==> src/logic/tile_pkg.sv <==
`default_nettype none

package tile_pkg;

	localparam int num_sides = 4;
	localparam int num_tracks = 4;
	localparam int tile_id_w = 16;
	localparam int cfg_data_w = 32;
	localparam int cb_sel_w = 3;
	localparam int clb_op_w = 3;

	// Block identifiers in the high half of the configuration address.
	// Zero is never a block, so an all-zero address leaves the tile idle.
	localparam logic [tile_id_w-1:0] blk_sb = 16'd7;
	localparam logic [tile_id_w-1:0] blk_cb0 = 16'd6;
	localparam logic [tile_id_w-1:0] blk_cb1 = 16'd5;
	localparam logic [tile_id_w-1:0] blk_clb = 16'd4;

	// Track t0 sits in bit 0.
	typedef struct packed {
		logic t3;
		logic t2;
		logic t1;
		logic t0;
	} track_t;

	// Side 0 sits in the low nibble, so the bus also reads as [side][track].
	typedef struct packed {
		track_t side3;
		track_t side2;
		track_t side1;
		track_t side0;
	} side_bus_t;

	typedef struct packed {
		logic [tile_id_w-1:0] block;
		logic [tile_id_w-1:0] tile;
	} cfg_addr_t;

	typedef struct packed {
		logic sb;
		logic cb0;
		logic cb1;
		logic clb;
	} cfg_en_t;

	typedef enum logic [clb_op_w-1:0] {
		op_and,
		op_or,
		op_xor,
		op_nand,
		op_nor,
		op_xnor,
		op_in0,
		op_in1
	} clb_op_t;

	// The three side selects count the other sides upward and skip the output's own side.
	typedef enum logic [1:0] {
		sel_pe = 2'd0,
		sel_a = 2'd1,
		sel_b = 2'd2,
		sel_c = 2'd3
	} sb_sel_t;

	// Entry 4s+t routes output side s, track t.
	typedef struct packed {
		sb_sel_t [num_sides*num_tracks-1:0] sel;
	} sb_cfg_t;

	// Returns the side that has the given rank among the sides other than side.
	function automatic int other_side(input int side, input int rank);
		int result;
		if (rank < side) begin
			result = rank;
		end else begin
			result = rank + 1;
		end
		return result;
	endfunction

endpackage

`default_nettype wire

==> src/logic/connect_box.sv <==
`default_nettype none

module connect_box (
	input wire clk,
	input wire arst_n,
	input wire config_en,
	input wire [tile_pkg::cb_sel_w-1:0] config_data,
	input wire tile_pkg::track_t near_tracks,
	input wire tile_pkg::track_t far_tracks,
	output logic block_out
);

	logic [tile_pkg::cb_sel_w-1:0] sel_q;
	logic [2*tile_pkg::num_tracks-1:0] tracks;

	// The select loads on every edge while the address points here.
	always_ff @(posedge clk or negedge arst_n) begin
		if (!arst_n) begin
			sel_q <= '0;
		end else if (config_en) begin
			sel_q <= config_data;
		end
	end

	// Selects 0 to 3 reach the side's inputs and 4 to 7 the side's outputs.
	assign tracks = {far_tracks, near_tracks};

	assign block_out = tracks[sel_q];

endmodule

`default_nettype wire

==> src/logic/logic_block.sv <==
`default_nettype none

module logic_block (
	input wire clk,
	input wire arst_n,
	input wire config_en,
	input wire tile_pkg::clb_op_t config_data,
	input wire in0,
	input wire in1,
	output logic pe_out
);

	tile_pkg::clb_op_t op_q;
	logic result;

	always_ff @(posedge clk or negedge arst_n) begin
		if (!arst_n) begin
			op_q <= tile_pkg::op_and;
		end else if (config_en) begin
			op_q <= config_data;
		end
	end

	always_comb begin
		case (op_q)
			tile_pkg::op_and: begin
				result = in0 & in1;
			end
			tile_pkg::op_or: begin
				result = in0 | in1;
			end
			tile_pkg::op_xor: begin
				result = in0 ^ in1;
			end
			tile_pkg::op_nand: begin
				result = ~(in0 & in1);
			end
			tile_pkg::op_nor: begin
				result = ~(in0 | in1);
			end
			tile_pkg::op_xnor: begin
				result = ~(in0 ^ in1);
			end
			tile_pkg::op_in0: begin
				result = in0;
			end
			tile_pkg::op_in1: begin
				result = in1;
			end
			default: begin
				result = 1'b0;
			end
		endcase
	end

	// The result is registered on every edge. Feedback from the output tracks
	// into the connect boxes therefore always passes through this flop.
	always_ff @(posedge clk or negedge arst_n) begin
		if (!arst_n) begin
			pe_out <= 1'b0;
		end else begin
			pe_out <= result;
		end
	end

endmodule

`default_nettype wire

==> src/logic/pe_tile.sv <==
`default_nettype none

module pe_tile (
	input wire clk,
	input wire arst_n,
	input wire tile_pkg::cfg_addr_t config_addr,
	input wire [tile_pkg::cfg_data_w-1:0] config_data,
	input wire [tile_pkg::tile_id_w-1:0] tile_id,
	input wire tile_pkg::side_bus_t in_tracks,
	output tile_pkg::side_bus_t out_tracks
);

	tile_pkg::cfg_en_t cfg_en;
	logic op0;
	logic op1;
	logic pe_out;

	tile_config_decode decode_i (
		.config_addr(config_addr),
		.tile_id(tile_id),
		.cfg_en(cfg_en)
	);

	// Each connect box sees one side: its inputs first, then its outputs.
	connect_box cb0_i (
		.clk(clk),
		.arst_n(arst_n),
		.config_en(cfg_en.cb0),
		.config_data(config_data[tile_pkg::cb_sel_w-1:0]),
		.near_tracks(in_tracks.side0),
		.far_tracks(out_tracks.side0),
		.block_out(op0)
	);

	connect_box cb1_i (
		.clk(clk),
		.arst_n(arst_n),
		.config_en(cfg_en.cb1),
		.config_data(config_data[tile_pkg::cb_sel_w-1:0]),
		.near_tracks(in_tracks.side1),
		.far_tracks(out_tracks.side1),
		.block_out(op1)
	);

	logic_block clb_i (
		.clk(clk),
		.arst_n(arst_n),
		.config_en(cfg_en.clb),
		.config_data(tile_pkg::clb_op_t'(config_data[tile_pkg::clb_op_w-1:0])),
		.in0(op0),
		.in1(op1),
		.pe_out(pe_out)
	);

	switch_box sb_i (
		.clk(clk),
		.arst_n(arst_n),
		.config_en(cfg_en.sb),
		.config_data(tile_pkg::sb_cfg_t'(config_data)),
		.in_tracks(in_tracks),
		.pe_out(pe_out),
		.out_tracks(out_tracks)
	);

endmodule

`default_nettype wire

==> src/logic/switch_box.sv <==
`default_nettype none

module switch_box (
	input wire clk,
	input wire arst_n,
	input wire config_en,
	input wire tile_pkg::sb_cfg_t config_data,
	input wire tile_pkg::side_bus_t in_tracks,
	input wire pe_out,
	output tile_pkg::side_bus_t out_tracks
);

	tile_pkg::sb_cfg_t cfg_q;
	logic [tile_pkg::num_sides-1:0][tile_pkg::num_tracks-1:0] in_arr;
	wire [tile_pkg::num_sides-1:0][tile_pkg::num_tracks-1:0] out_arr;

	// An all-zero register selects sel_pe everywhere.
	always_ff @(posedge clk or negedge arst_n) begin
		if (!arst_n) begin
			cfg_q <= '0;
		end else if (config_en) begin
			cfg_q <= config_data;
		end
	end

	assign in_arr = in_tracks;

	for (genvar s = 0; s < tile_pkg::num_sides; s++) begin : g_side
		localparam int side_a = tile_pkg::other_side(s, 0);
		localparam int side_b = tile_pkg::other_side(s, 1);
		localparam int side_c = tile_pkg::other_side(s, 2);

		for (genvar t = 0; t < tile_pkg::num_tracks; t++) begin : g_track
			tile_pkg::sb_sel_t sel;
			logic routed;

			assign sel = cfg_q.sel[s*tile_pkg::num_tracks+t];

			// A track only ever continues on the same track number.
			always_comb begin
				case (sel)
					tile_pkg::sel_pe: begin
						routed = pe_out;
					end
					tile_pkg::sel_a: begin
						routed = in_arr[side_a][t];
					end
					tile_pkg::sel_b: begin
						routed = in_arr[side_b][t];
					end
					tile_pkg::sel_c: begin
						routed = in_arr[side_c][t];
					end
					default: begin
						routed = pe_out;
					end
				endcase
			end

			assign out_arr[s][t] = routed;
		end
	end

	assign out_tracks = out_arr;

endmodule

`default_nettype wire

==> src/logic/tile_config_decode.sv <==
`default_nettype none

module tile_config_decode (
	input wire tile_pkg::cfg_addr_t config_addr,
	input wire [tile_pkg::tile_id_w-1:0] tile_id,
	output tile_pkg::cfg_en_t cfg_en
);

	logic tile_hit;
	logic sb_hit;
	logic cb0_hit;
	logic cb1_hit;
	logic clb_hit;

	assign tile_hit = (config_addr.tile == tile_id);

	// The identifiers differ, so at most one block can match.
	assign sb_hit = (config_addr.block == tile_pkg::blk_sb);
	assign cb0_hit = (config_addr.block == tile_pkg::blk_cb0);
	assign cb1_hit = (config_addr.block == tile_pkg::blk_cb1);
	assign clb_hit = (config_addr.block == tile_pkg::blk_clb);

	always_comb begin
		cfg_en = '0;
		if (tile_hit) begin
			cfg_en.sb = sb_hit;
			cfg_en.cb0 = cb0_hit;
			cfg_en.cb1 = cb1_hit;
			cfg_en.clb = clb_hit;
		end
	end

endmodule

`default_nettype wire

==> config.mk <==
export PLATFORM = sky130hd
export DESIGN_NAME = pe_tile
export DESIGN_NICKNAME = d
export VERILOG_FILES = /design/src/logic/tile_pkg.sv /design/src/logic/connect_box.sv /design/src/logic/logic_block.sv /design/src/logic/pe_tile.sv /design/src/logic/switch_box.sv /design/src/logic/tile_config_decode.sv
export SDC_FILE = /design/constraint.sdc
export NUM_CORES = 1
export LEC_CHECK = 0
export BUFFER_PORTS_ARGS = -buffer_cell sky130_fd_sc_hd__buf_2
export CORE_MARGIN = 4
export CORE_UTILIZATION = 48
export DETAILED_ROUTE_END_ITERATION = 6
export PLACE_DENSITY = 0.8
export SLEW_MARGIN = 15
export SYNTH_ARGS = -nofsm -noshare
export SYNTH_HDL_FRONTEND = slang
export SYNTH_SLANG_ARGS = --single-unit
==> constraint.sdc <==
create_clock -name clk -period 2.54 [get_ports clk]
set_input_delay 0.381 -clock clk [delete_from_list [all_inputs] [get_ports clk]]
set_output_delay 0.381 -clock clk [all_outputs]
set_load 0.05 [all_outputs]
==> results of run 1 <==
==> routing by layer <==
metal	vias up	GRT usage [%]	wire [um]
li1	911	-	-
met1	917	22.5	2390
met2	60	31.1	3290
met3	11	4.17	354
met4	0	5.05	93
met5	-	0	0
==> stage by stage <==
stage | utilization, % | std cells | worst slack (ns)
5_1_grt | 60.7 | 362 | 0.000323
3_5_place_dp | 58.4 | 350 | 0.0695
2_1_floorplan | - | 185 | 0.325
6_report | 60.7 | 362 | 0.192
4_1_cts | 60.4 | 358 | 0.0532
3_3_place_gp | 58.4 | 350 | 0.200
==> critical path, delay by kind of cell, from the launching register on <==
kind,cells,cell delay (ns)
AOI/OAI and AO/OA,4,0.47
buffers and inverters,2,0.23
DFF,1,0.46
adders and majority gates,1,0.18
muxes,2,0.62
and+or+nand+nor,2,0.27
==> power groups by stage <==
stage               sequential, mW  clock (mW)  combinational (mW)
floorplan                    0.683           0               0.130
detailed placement           0.685           0               0.233
CTS                          0.672       0.526               0.234
global placement             0.685           0               0.228
finish                       0.671       0.518               0.239
global route                 0.671       0.560               0.261
==> layout make-up <==
type	instances	area [um2]	share of cell area, %
clock buffer	6	72.6	2.17
timing repair buffer	118	603	18.0
sequential	42	1050	31.5
clock inverter	2	37.5	1.12
tap	72	90.1	2.69
multi-input combinational	119	1480	44.2
inverter	3	11.3	0.337
==> timing repair <==
action,4_1_cts,5_1_grt
setup endpoints to repair,0,1
hold buffers,0,0
gates resized for setup,0,6
setup buffers,0,4
==> synth_stat cells, types with 3 or more instances <==
cell type and number:
buf_4 16, inv_1 3, xnor2_1 16, mux4_1 16, nand4_1 5, nand2_1 4
nor2b_1 3, buf_6 3, dfrtp_1 42, mux2_4 30, nor2_1 5, mux2_2 11
==> logic make-up after synthesis <==
family / share of synthesized area [%]
multiplexers: 39.1
flip-flops: 38.7
AND/OR/NAND/NOR: 7.05
buffers and inverters: 6.41
XOR/XNOR: 5.16
AO/OA/AOI/OAI: 2.67
adder cells (fa/ha/maj): 0.922
==> path summary, 6_finish.rpt <==
path                                                  start                                to  slack [ns]  depth (start not counted)
setup reg to reg                               clb_i.pe_out                      clb_i.pe_out        0.19                         11
hold / removal                                       arst_n                     clb_i.op_q[1]        0.22                          1
setup / recovery                               clb_i.pe_out                      clb_i.pe_out        0.19                         11
hold reg to reg            sb_i.g_side[0].g_track[0].sel[0]  sb_i.g_side[0].g_track[0].sel[0]        0.52                          1
min in group clk                            config_data[26]  sb_i.g_side[3].g_track[1].sel[0]        0.31                          2
max in group asynchronous                            arst_n                      clb_i.pe_out        1.70                          1
==> sequential cells by signal (all words and copies together) (netlist names) <==
signal	cells
clb_i.op_q	3
sb_i.g_side.g_track.sel	32
cb1_i.sel_q	3
cb0_i.sel_q	3
clb_i.pe_out	1
==> run metrics, run 1 <==
status=finished clean; placer's final routability congestion estimate=0.821; maximum root-to-sink buffer count=2; Switch Pwr=0.355 mW; post-synthesis to final-layout area growth=23.2%; core box area=5510 um2; average wire per standard cell=16.9 um; number of global-route vias before repair=2,031; Synth top area share=38.7%; setup-violating endpoint count in the final report=0; critical path's largest stage delay=0.47 ns; Relative slew margins=39.6%; share of total power in sequential cells=47.0%; total nets after synthesis=285; Fmax achieved=0.426 GHz; number of library cell types mapped by synthesis=36; iteration-0 DRC count of the detailed router=123; global-route wire length before repair=10,100 um; endpoint type of the worst setup path=flop; internal power=1.07 mW; vias per inst=5.25; post-synthesis async set-or-reset flop share=100%; antenna violations before repair=0; static leakage=1.77 nW; library cell occupying the most area in the post-synthesis netlist=dfrtp_1; RSZ-0062 raised after global routing=no; number of buffers added by the clock tree synthesis step=5; clock tree from TritonCTS=yes; fraction of the yosys area taken by sequential cells=38.7%; warning count from the yosys run=0; total negative slack=0 ns; # port buffers=113; most frequent standard cell in the layout excluding fill and tap cells=buf_2; clock edge transition at the registers on the reported setup and hold paths=0.08 ns; max-capacitance violation count=0; vertical die dimension=83.2 um; CP required=2.71 ns; fraction of layout cells with a size suffix above 1=60.3%; combinational cell fraction of total power=16.7%; pwr/cell area=427 nW/um2; Pins Over Slew Limit=0; Tmin final=2.35 ns; critical path peak fanout=7; arrival time worst endpoint=2.52 ns; leading cell types in the layout, fill and taps excluded=buf_2, dfrtp_1, mux2_4; actual transition at the worst max-transition pin=0.905 ns; CTS sink count=42; Worst Hold Margin=0.219 ns; Final Hold Fails=0; Starting Density=49.3%; via count=1,899; number of nets in the final layout=389; launching element type of the critical path=flop; type of the worst min-delay path=primary input to async pin; Post-Syn Instances=185; total standard cell area after synthesis=2710 um2; count of inserted antenna diode cells=0; area post-placement=3210 um2; clock latency on the worst-skew pair=0.29 ns; clock network fraction of total power=36.3%; aggregate global routing overflow=0; Pre-Repair DR Iteration Count=4; overall power consumption=1.43 mW; pin count of the biggest net entering global routing=43; H-tree depth=2; count of standard-cell rows=27; post-synthesis average cell area=14.7 um2; detailed-route wire length=6130 um; library cell used as clock root buffer=clkbuf_8; HPWL Detailed=4890 um; Filler cells=437; number of nets with antenna violations after detailed routing=0; number of placed I/O pins=114; synth top area cells=dfrtp_1, mux2_4, mux4_1, xnor2_1, mux2_2; Max Clock Skew=0.00848 ns; worst-path cell with the longest stage delay=mux4_2; highest ir drop seen on vdd=0.278 mV; floorplan die area=6920 um2; Synth Flop Type=dfrtp_1; Post-synth EDFFs=0; critical path start-end classification=flop to flop; fin area=3340 um2; Total GRT Usage=18.0%; die span in x=83.2 um; synthesis-stage register bit count=42; CP Cell Sequence=buf_4 > mux4_2 > mux2i_1 > o311a_1 > inv_1 > ha_1 > nor2b_1 > nor3_1 > a211oi_1 > a21oi_1 > o21ai_1; switching share of power=24.9%; DRC violations left=0; final clock period utilization by the worst path=92.5%
No activity file was read; power rests on OpenSTA's default activity.
==> inputs of run 2 (changes only) <==
--- a/config.mk
+++ b/config.mk
@@ -7,9 +7,9 @@
 export LEC_CHECK = 0
 export BUFFER_PORTS_ARGS = -buffer_cell sky130_fd_sc_hd__buf_2
 export CORE_MARGIN = 4
-export CORE_UTILIZATION = 48
+export CORE_UTILIZATION = 44
 export DETAILED_ROUTE_END_ITERATION = 6
-export PLACE_DENSITY = 0.8
+export PLACE_DENSITY_LB_ADDON = 0.25
 export SLEW_MARGIN = 15
 export SYNTH_ARGS = -nofsm -noshare
 export SYNTH_HDL_FRONTEND = slang
==> constraint.sdc (replaced) <==
create_clock -name clk -period 2.1 [get_ports clk]
set_input_delay 0.315 -clock clk [delete_from_list [all_inputs] [get_ports clk]]
set_output_delay 0.315 -clock clk [all_outputs]
set_load 0.05 [all_outputs]
==> run metrics, run 2 (synthesis gave the netlist of run 1 again) <==
number of nets with antenna violations after detailed routing=0; area post-placement=3390 um2; highest metal used=met4; endpoint type of the worst setup path=flop; slack of the critical path=-0.222 ns; Filler cells=500; clock tree from TritonCTS=yes; fraction of layout cells with a size suffix above 1=67.8%; type of the worst min-delay path=primary input to flop; arrival time worst endpoint=2.54 ns; final cell count without fillers=386; post-layout util=60.1%; detailed route wirelength on metal2=2990 um; pin count of the biggest net entering global routing=33; sequential cell area in the final layout=1050 um2; Tmin final=2.32 ns; Pins Over Slew Limit=0; max-capacitance violation count=0; pwr/cell area=471 nW/um2; failing checks=negative setup slack; global-route wire length before repair=10,000 um; floorplan die area=7490 um2; Switch Pwr=0.442 mW; number of placed I/O pins=114; RSZ-0062 raised after global routing=yes; vias per inst=5.17; HPWL Detailed=4960 um; core box area=5960 um2; Worst Hold Margin=0.247 ns; aggregate global routing overflow=0; detailed-routed wire length on met3=476 um; Max Clock Skew=0.00736 ns; actual transition at the worst max-transition pin=0.497 ns; final clock period utilization by the worst path=111%; H-tree depth=2; Final Hold Fails=0; Pre-Repair DR Iteration Count=4; number of buffers added by the clock tree synthesis step=5; clock latency on the worst-skew pair=0.29 ns; critical path peak fanout=8; overall power consumption=1.69 mW; number of global-route vias before repair=2,073; count of standard-cell rows=28; clock edge transition at the registers on the reported setup and hold paths=0.08 ns; total negative slack=-0.393 ns; via count=1,996; leading cell types in the layout, fill and taps excluded=buf_2, dfrtp_1, mux2_4; switching share of power=26.2%; CP required=2.32 ns; launching element type of the critical path=flop; vertical die dimension=86.5 um; flip-flop count of the largest register after layout=32; # port buffers=113; maximum root-to-sink buffer count=2; fin area=3580 um2; combinational cell fraction of total power=20.0%; detailed-route wire length=6200 um; Starting Density=45.6%; Placed Instances=373; Relative slew margins=66.9%; CTS sink count=42; share of total power in sequential cells=48.2%; static leakage=1.85 nW; clock network fraction of total power=31.9%; Routed met1 length=2720 um; post-synthesis to final-layout area growth=31.9%; die span in x=86.5 um; Fmax achieved=0.431 GHz; placer's final routability congestion estimate=0.769; post-placement worst setup slack=-0.354 ns; count of inserted antenna diode cells=0; internal power=1.24 mW; iteration-0 DRC count of the detailed router=101; DRC violations left=0; status=finished, violations left; number of nets in the final layout=410; critical path start-end classification=flop to flop; antenna violations before repair=0; average wire per standard cell=16.1 um; setup-violating endpoint count in the final report=4; most frequent standard cell in the layout excluding fill and tap cells=buf_2; Total GRT Usage=16.9%; library cell used as clock root buffer=clkbuf_8; highest ir drop seen on vdd=0.309 mV; area used by multi-input combinational logic=1460 um2
[run 2: changes by cell type in the layout (fill, tap and decap cells not counted), moves of 2 or more]
cell,delta
buf_12,+2
buf_2,-8
buf_4,+14
buf_6,+9
buf_8,+3
ha_1,-2
mux4_1,-11
mux4_2,+11
[run 2: worst max-delay path, cell delays in order, from the launching register on]
cell and delay (ns):
dfrtp_2 0.48, buf_6 0.15, mux4_2 0.46, a32oi_1 0.16, o211ai_1 0.18, inv_1 0.14, ha_4 0.21, nand2_1 0.06
o21ai_1 0.08, a211oi_2 0.20, a21oi_1 0.06, o21ai_1 0.07
[run 2: timing repair]
item | 4_1_cts | 5_1_grt
hold buffers | 1 | 0
endpoints found under the hold margin | 20 | 0
endpoints found under the setup margin | 3 | 9
setup buffers | 4 | 1
gates resized for setup | 21 | 20
cloned | 0 | 0
pin swaps | 4 | 3
[run 2: path summary, 6_finish.rpt]
path,startpoint,endpoint,slack [ns],cells past startpoint
worst max-delay path,clb_i.pe_out,clb_i.pe_out,-0.22,11
worst min-delay path,config_data[23],sb_i.g_side[2].g_track[3].sel[1],0.25,2
worst max register to register,clb_i.pe_out,clb_i.pe_out,-0.22,11
worst min register to register,sb_i.g_side[2].g_track[2].sel[0],sb_i.g_side[2].g_track[2].sel[0],0.53,1
max in group asynchronous,arst_n,clb_i.pe_out,1.08,3
min in group asynchronous,arst_n,sb_i.g_side[3].g_track[1].sel[0],0.52,2
[run 2: layout make-up]
cell class,instances,share of cell area (%)
clock buffers,6,2.31
clock inverters,2,0.350
inverters,3,0.315
multi-input cells,119,40.8
flip-flops and latches,42,29.4
well taps,75,2.62
repair buffers,139,24.2
[run 2: power groups by stage]
stage                     registers, mW  clock network (mW)  logic [mW]
after floorplan                   0.826                   0       0.158
after global placement            0.828                   0       0.301
after detailed placement          0.829                   0       0.307
after CTS                         0.812               0.561       0.329
after global routing              0.812               0.597       0.365
final                             0.812               0.537       0.337
[run 2: per-layer routing]
layer | GRT usage, % | vias to the layer above
li1 | - | 933
met1 | 24.0 | 971
met3 | 3.42 | 2
met2 | 27.3 | 90
met4 | 2.83 | 0
met5 | 0 | -
==> inputs of run 3 (changes only) <==
--- a/config.mk
+++ b/config.mk
@@ -14,3 +14,4 @@
 export SYNTH_ARGS = -nofsm -noshare
 export SYNTH_HDL_FRONTEND = slang
 export SYNTH_SLANG_ARGS = --single-unit
+export TNS_END_PERCENT = 1
==> run metrics, run 3 (synthesis gave the netlist of run 1 again) <==
status=finished, violations left; failing checks=negative setup slack; leading cell types in the layout, fill and taps excluded=buf_2, dfrtp_1, mux2_4; clock latency on the worst-skew pair=0.29 ns; vertical die dimension=86.5 um; Tmin final=2.32 ns; Relative slew margins=66.7%; detailed-route wire length=6210 um; fin area=3550 um2; CP required=2.32 ns; pwr/cell area=472 nW/um2; Max Clock Skew=0.00830 ns; Starting Density=45.6%; critical path's largest stage delay=0.48 ns; actual transition at the worst max-transition pin=0.499 ns; flip-flop count of the largest register after layout=32; library cell used as clock root buffer=clkbuf_8; placer's final routability congestion estimate=0.769; Worst Hold Margin=0.248 ns; pin count of the biggest net entering global routing=33; # port buffers=113; launching element type of the critical path=flop; HPWL Detailed=4960 um; type of the worst min-delay path=primary input to flop; fraction of layout cells with a size suffix above 1=67.5%; critical path peak fanout=8; core box area=5960 um2; Fmax achieved=0.432 GHz; worst-path cell with the longest stage delay=dfrtp_2; setup-violating endpoint count in the final report=4; global-route wire length before repair=10,000 um; post-layout util=59.7%; antenna violations before repair=0; aggregate global routing overflow=0; final clock period utilization by the worst path=110%; number of nets in the final layout=410; Filler cells=500; DRC violations left=0; Pre-Repair DR Iteration Count=4; CTS sink count=42; average wire per standard cell=16.1 um; critical path start-end classification=flop to flop; count of inserted antenna diode cells=0; number of buffers added by the clock tree synthesis step=5; number of global-route vias before repair=2,073; floorplan die area=7490 um2; Final Hold Fails=0; Pins Over Slew Limit=0; maximum root-to-sink buffer count=2; count of standard-cell rows=28; CP Cell Sequence=buf_6 > mux4_2 > a32oi_1 > o211ai_1 > inv_1 > ha_4 > nand2_1 > o21ai_1 > a211oi_2 > a21oi_1 > o21ai_1; via count=2,001; static leakage=1.84 nW; slack of the critical path=-0.216 ns; vias per inst=5.18; number of placed I/O pins=114; number of nets with antenna violations after detailed routing=0; max-capacitance violation count=0; clock tree from TritonCTS=yes; die span in x=86.5 um; RSZ-0062 raised after global routing=yes; arrival time worst endpoint=2.54 ns; area post-placement=3390 um2; overall power consumption=1.68 mW; Total GRT Usage=16.9%; most frequent standard cell in the layout excluding fill and tap cells=buf_2; highest ir drop seen on vdd=0.309 mV; Critical Path Most Common Cell=o21ai_1; iteration-0 DRC count of the detailed router=74; endpoint type of the worst setup path=flop; H-tree depth=2; clock edge transition at the registers on the reported setup and hold paths=0.08 ns; post-synthesis to final-layout area growth=30.9%
==> run 3: cell count changes in the layout (fill, tap and decap cells not counted) <==
cell / delta
buf_8: -3
mux4_2: -1
buf_6: -1
buf_4: +3
buf_2: +1
mux4_1: +1
==> run 3: critical path: cells and delay by family, from the launching register on <==
family	cells	cell delay (ns)
AO/OA/AOI/OAI	6	0.75
adder cells (fa/ha/maj)	1	0.21
buffers and inverters	2	0.29
flip-flops	1	0.48
multiplexers	1	0.46
AND/OR/NAND/NOR	1	0.06
==> run 3: path summary, 6_finish.rpt <==
kind                                                  startpoint                          endpoint  slack, ns  cells after the start
worst max-delay path                                clb_i.pe_out                      clb_i.pe_out      -0.22                     11
worst min-delay path                             config_data[23]  sb_i.g_side[2].g_track[3].sel[1]       0.25                      2
worst max register to register                      clb_i.pe_out                      clb_i.pe_out      -0.22                     11
worst min register to register  sb_i.g_side[2].g_track[2].sel[0]  sb_i.g_side[2].g_track[2].sel[0]       0.52                      1
max in group asynchronous                                 arst_n                      clb_i.pe_out       1.08                      3
min in group asynchronous                                 arst_n  sb_i.g_side[3].g_track[1].sel[0]       0.52                      2
==> run 3: layout make-up <==
cell class                 count  area, um2  share of cell area [%]
tap                           75       93.8                    2.64
sequential                    42       1050                    29.6
clock inverter                 2       12.5                   0.352
inverter                       3       11.3                   0.317
multi-input combinational    119       1470                    41.2
timing repair buffer         139        836                    23.5
clock buffer                   6       82.6                    2.32
==> run 3: report_power, final <==
part	internal, mW	leakage (nW)	switching [mW]
sequential	0.809	0.585	0.00268
combinational	0.165	1.21	0.166
clock	0.264	0.0472	0.272
==> run 3: metrics by stage <==
| step | std cells | setup TNS, ns | worst slack (ns) |
|---|---|---|---|
| after global routing | 386 | -0.682 | -0.334 |
| final | 386 | -0.278 | -0.216 |
| after CTS | 386 | -0.332 | -0.239 |
| after global placement | 373 | -0.256 | -0.256 |
| after floorplan | 185 | -0.0112 | -0.0112 |
| after detailed placement | 373 | -0.354 | -0.354 |
==> run 3: repair_timing <==
item / CTS / global route
gates resized for setup: 21 / 10
hold buffers: 1 / 0
pin swaps: 4 / 3
hold endpoints to repair: 20 / 0
setup endpoints to repair: 3 / 9
buffers inserted: 4 / 0
==> run 3: layer usage <==
metal	vias up	track usage, %	share of wire (%)
met5	-	0	0
met3	2	3.42	8.7
met1	975	24.0	43
li1	936	-	-
met4	0	2.83	0.29
met2	88	27.3	48
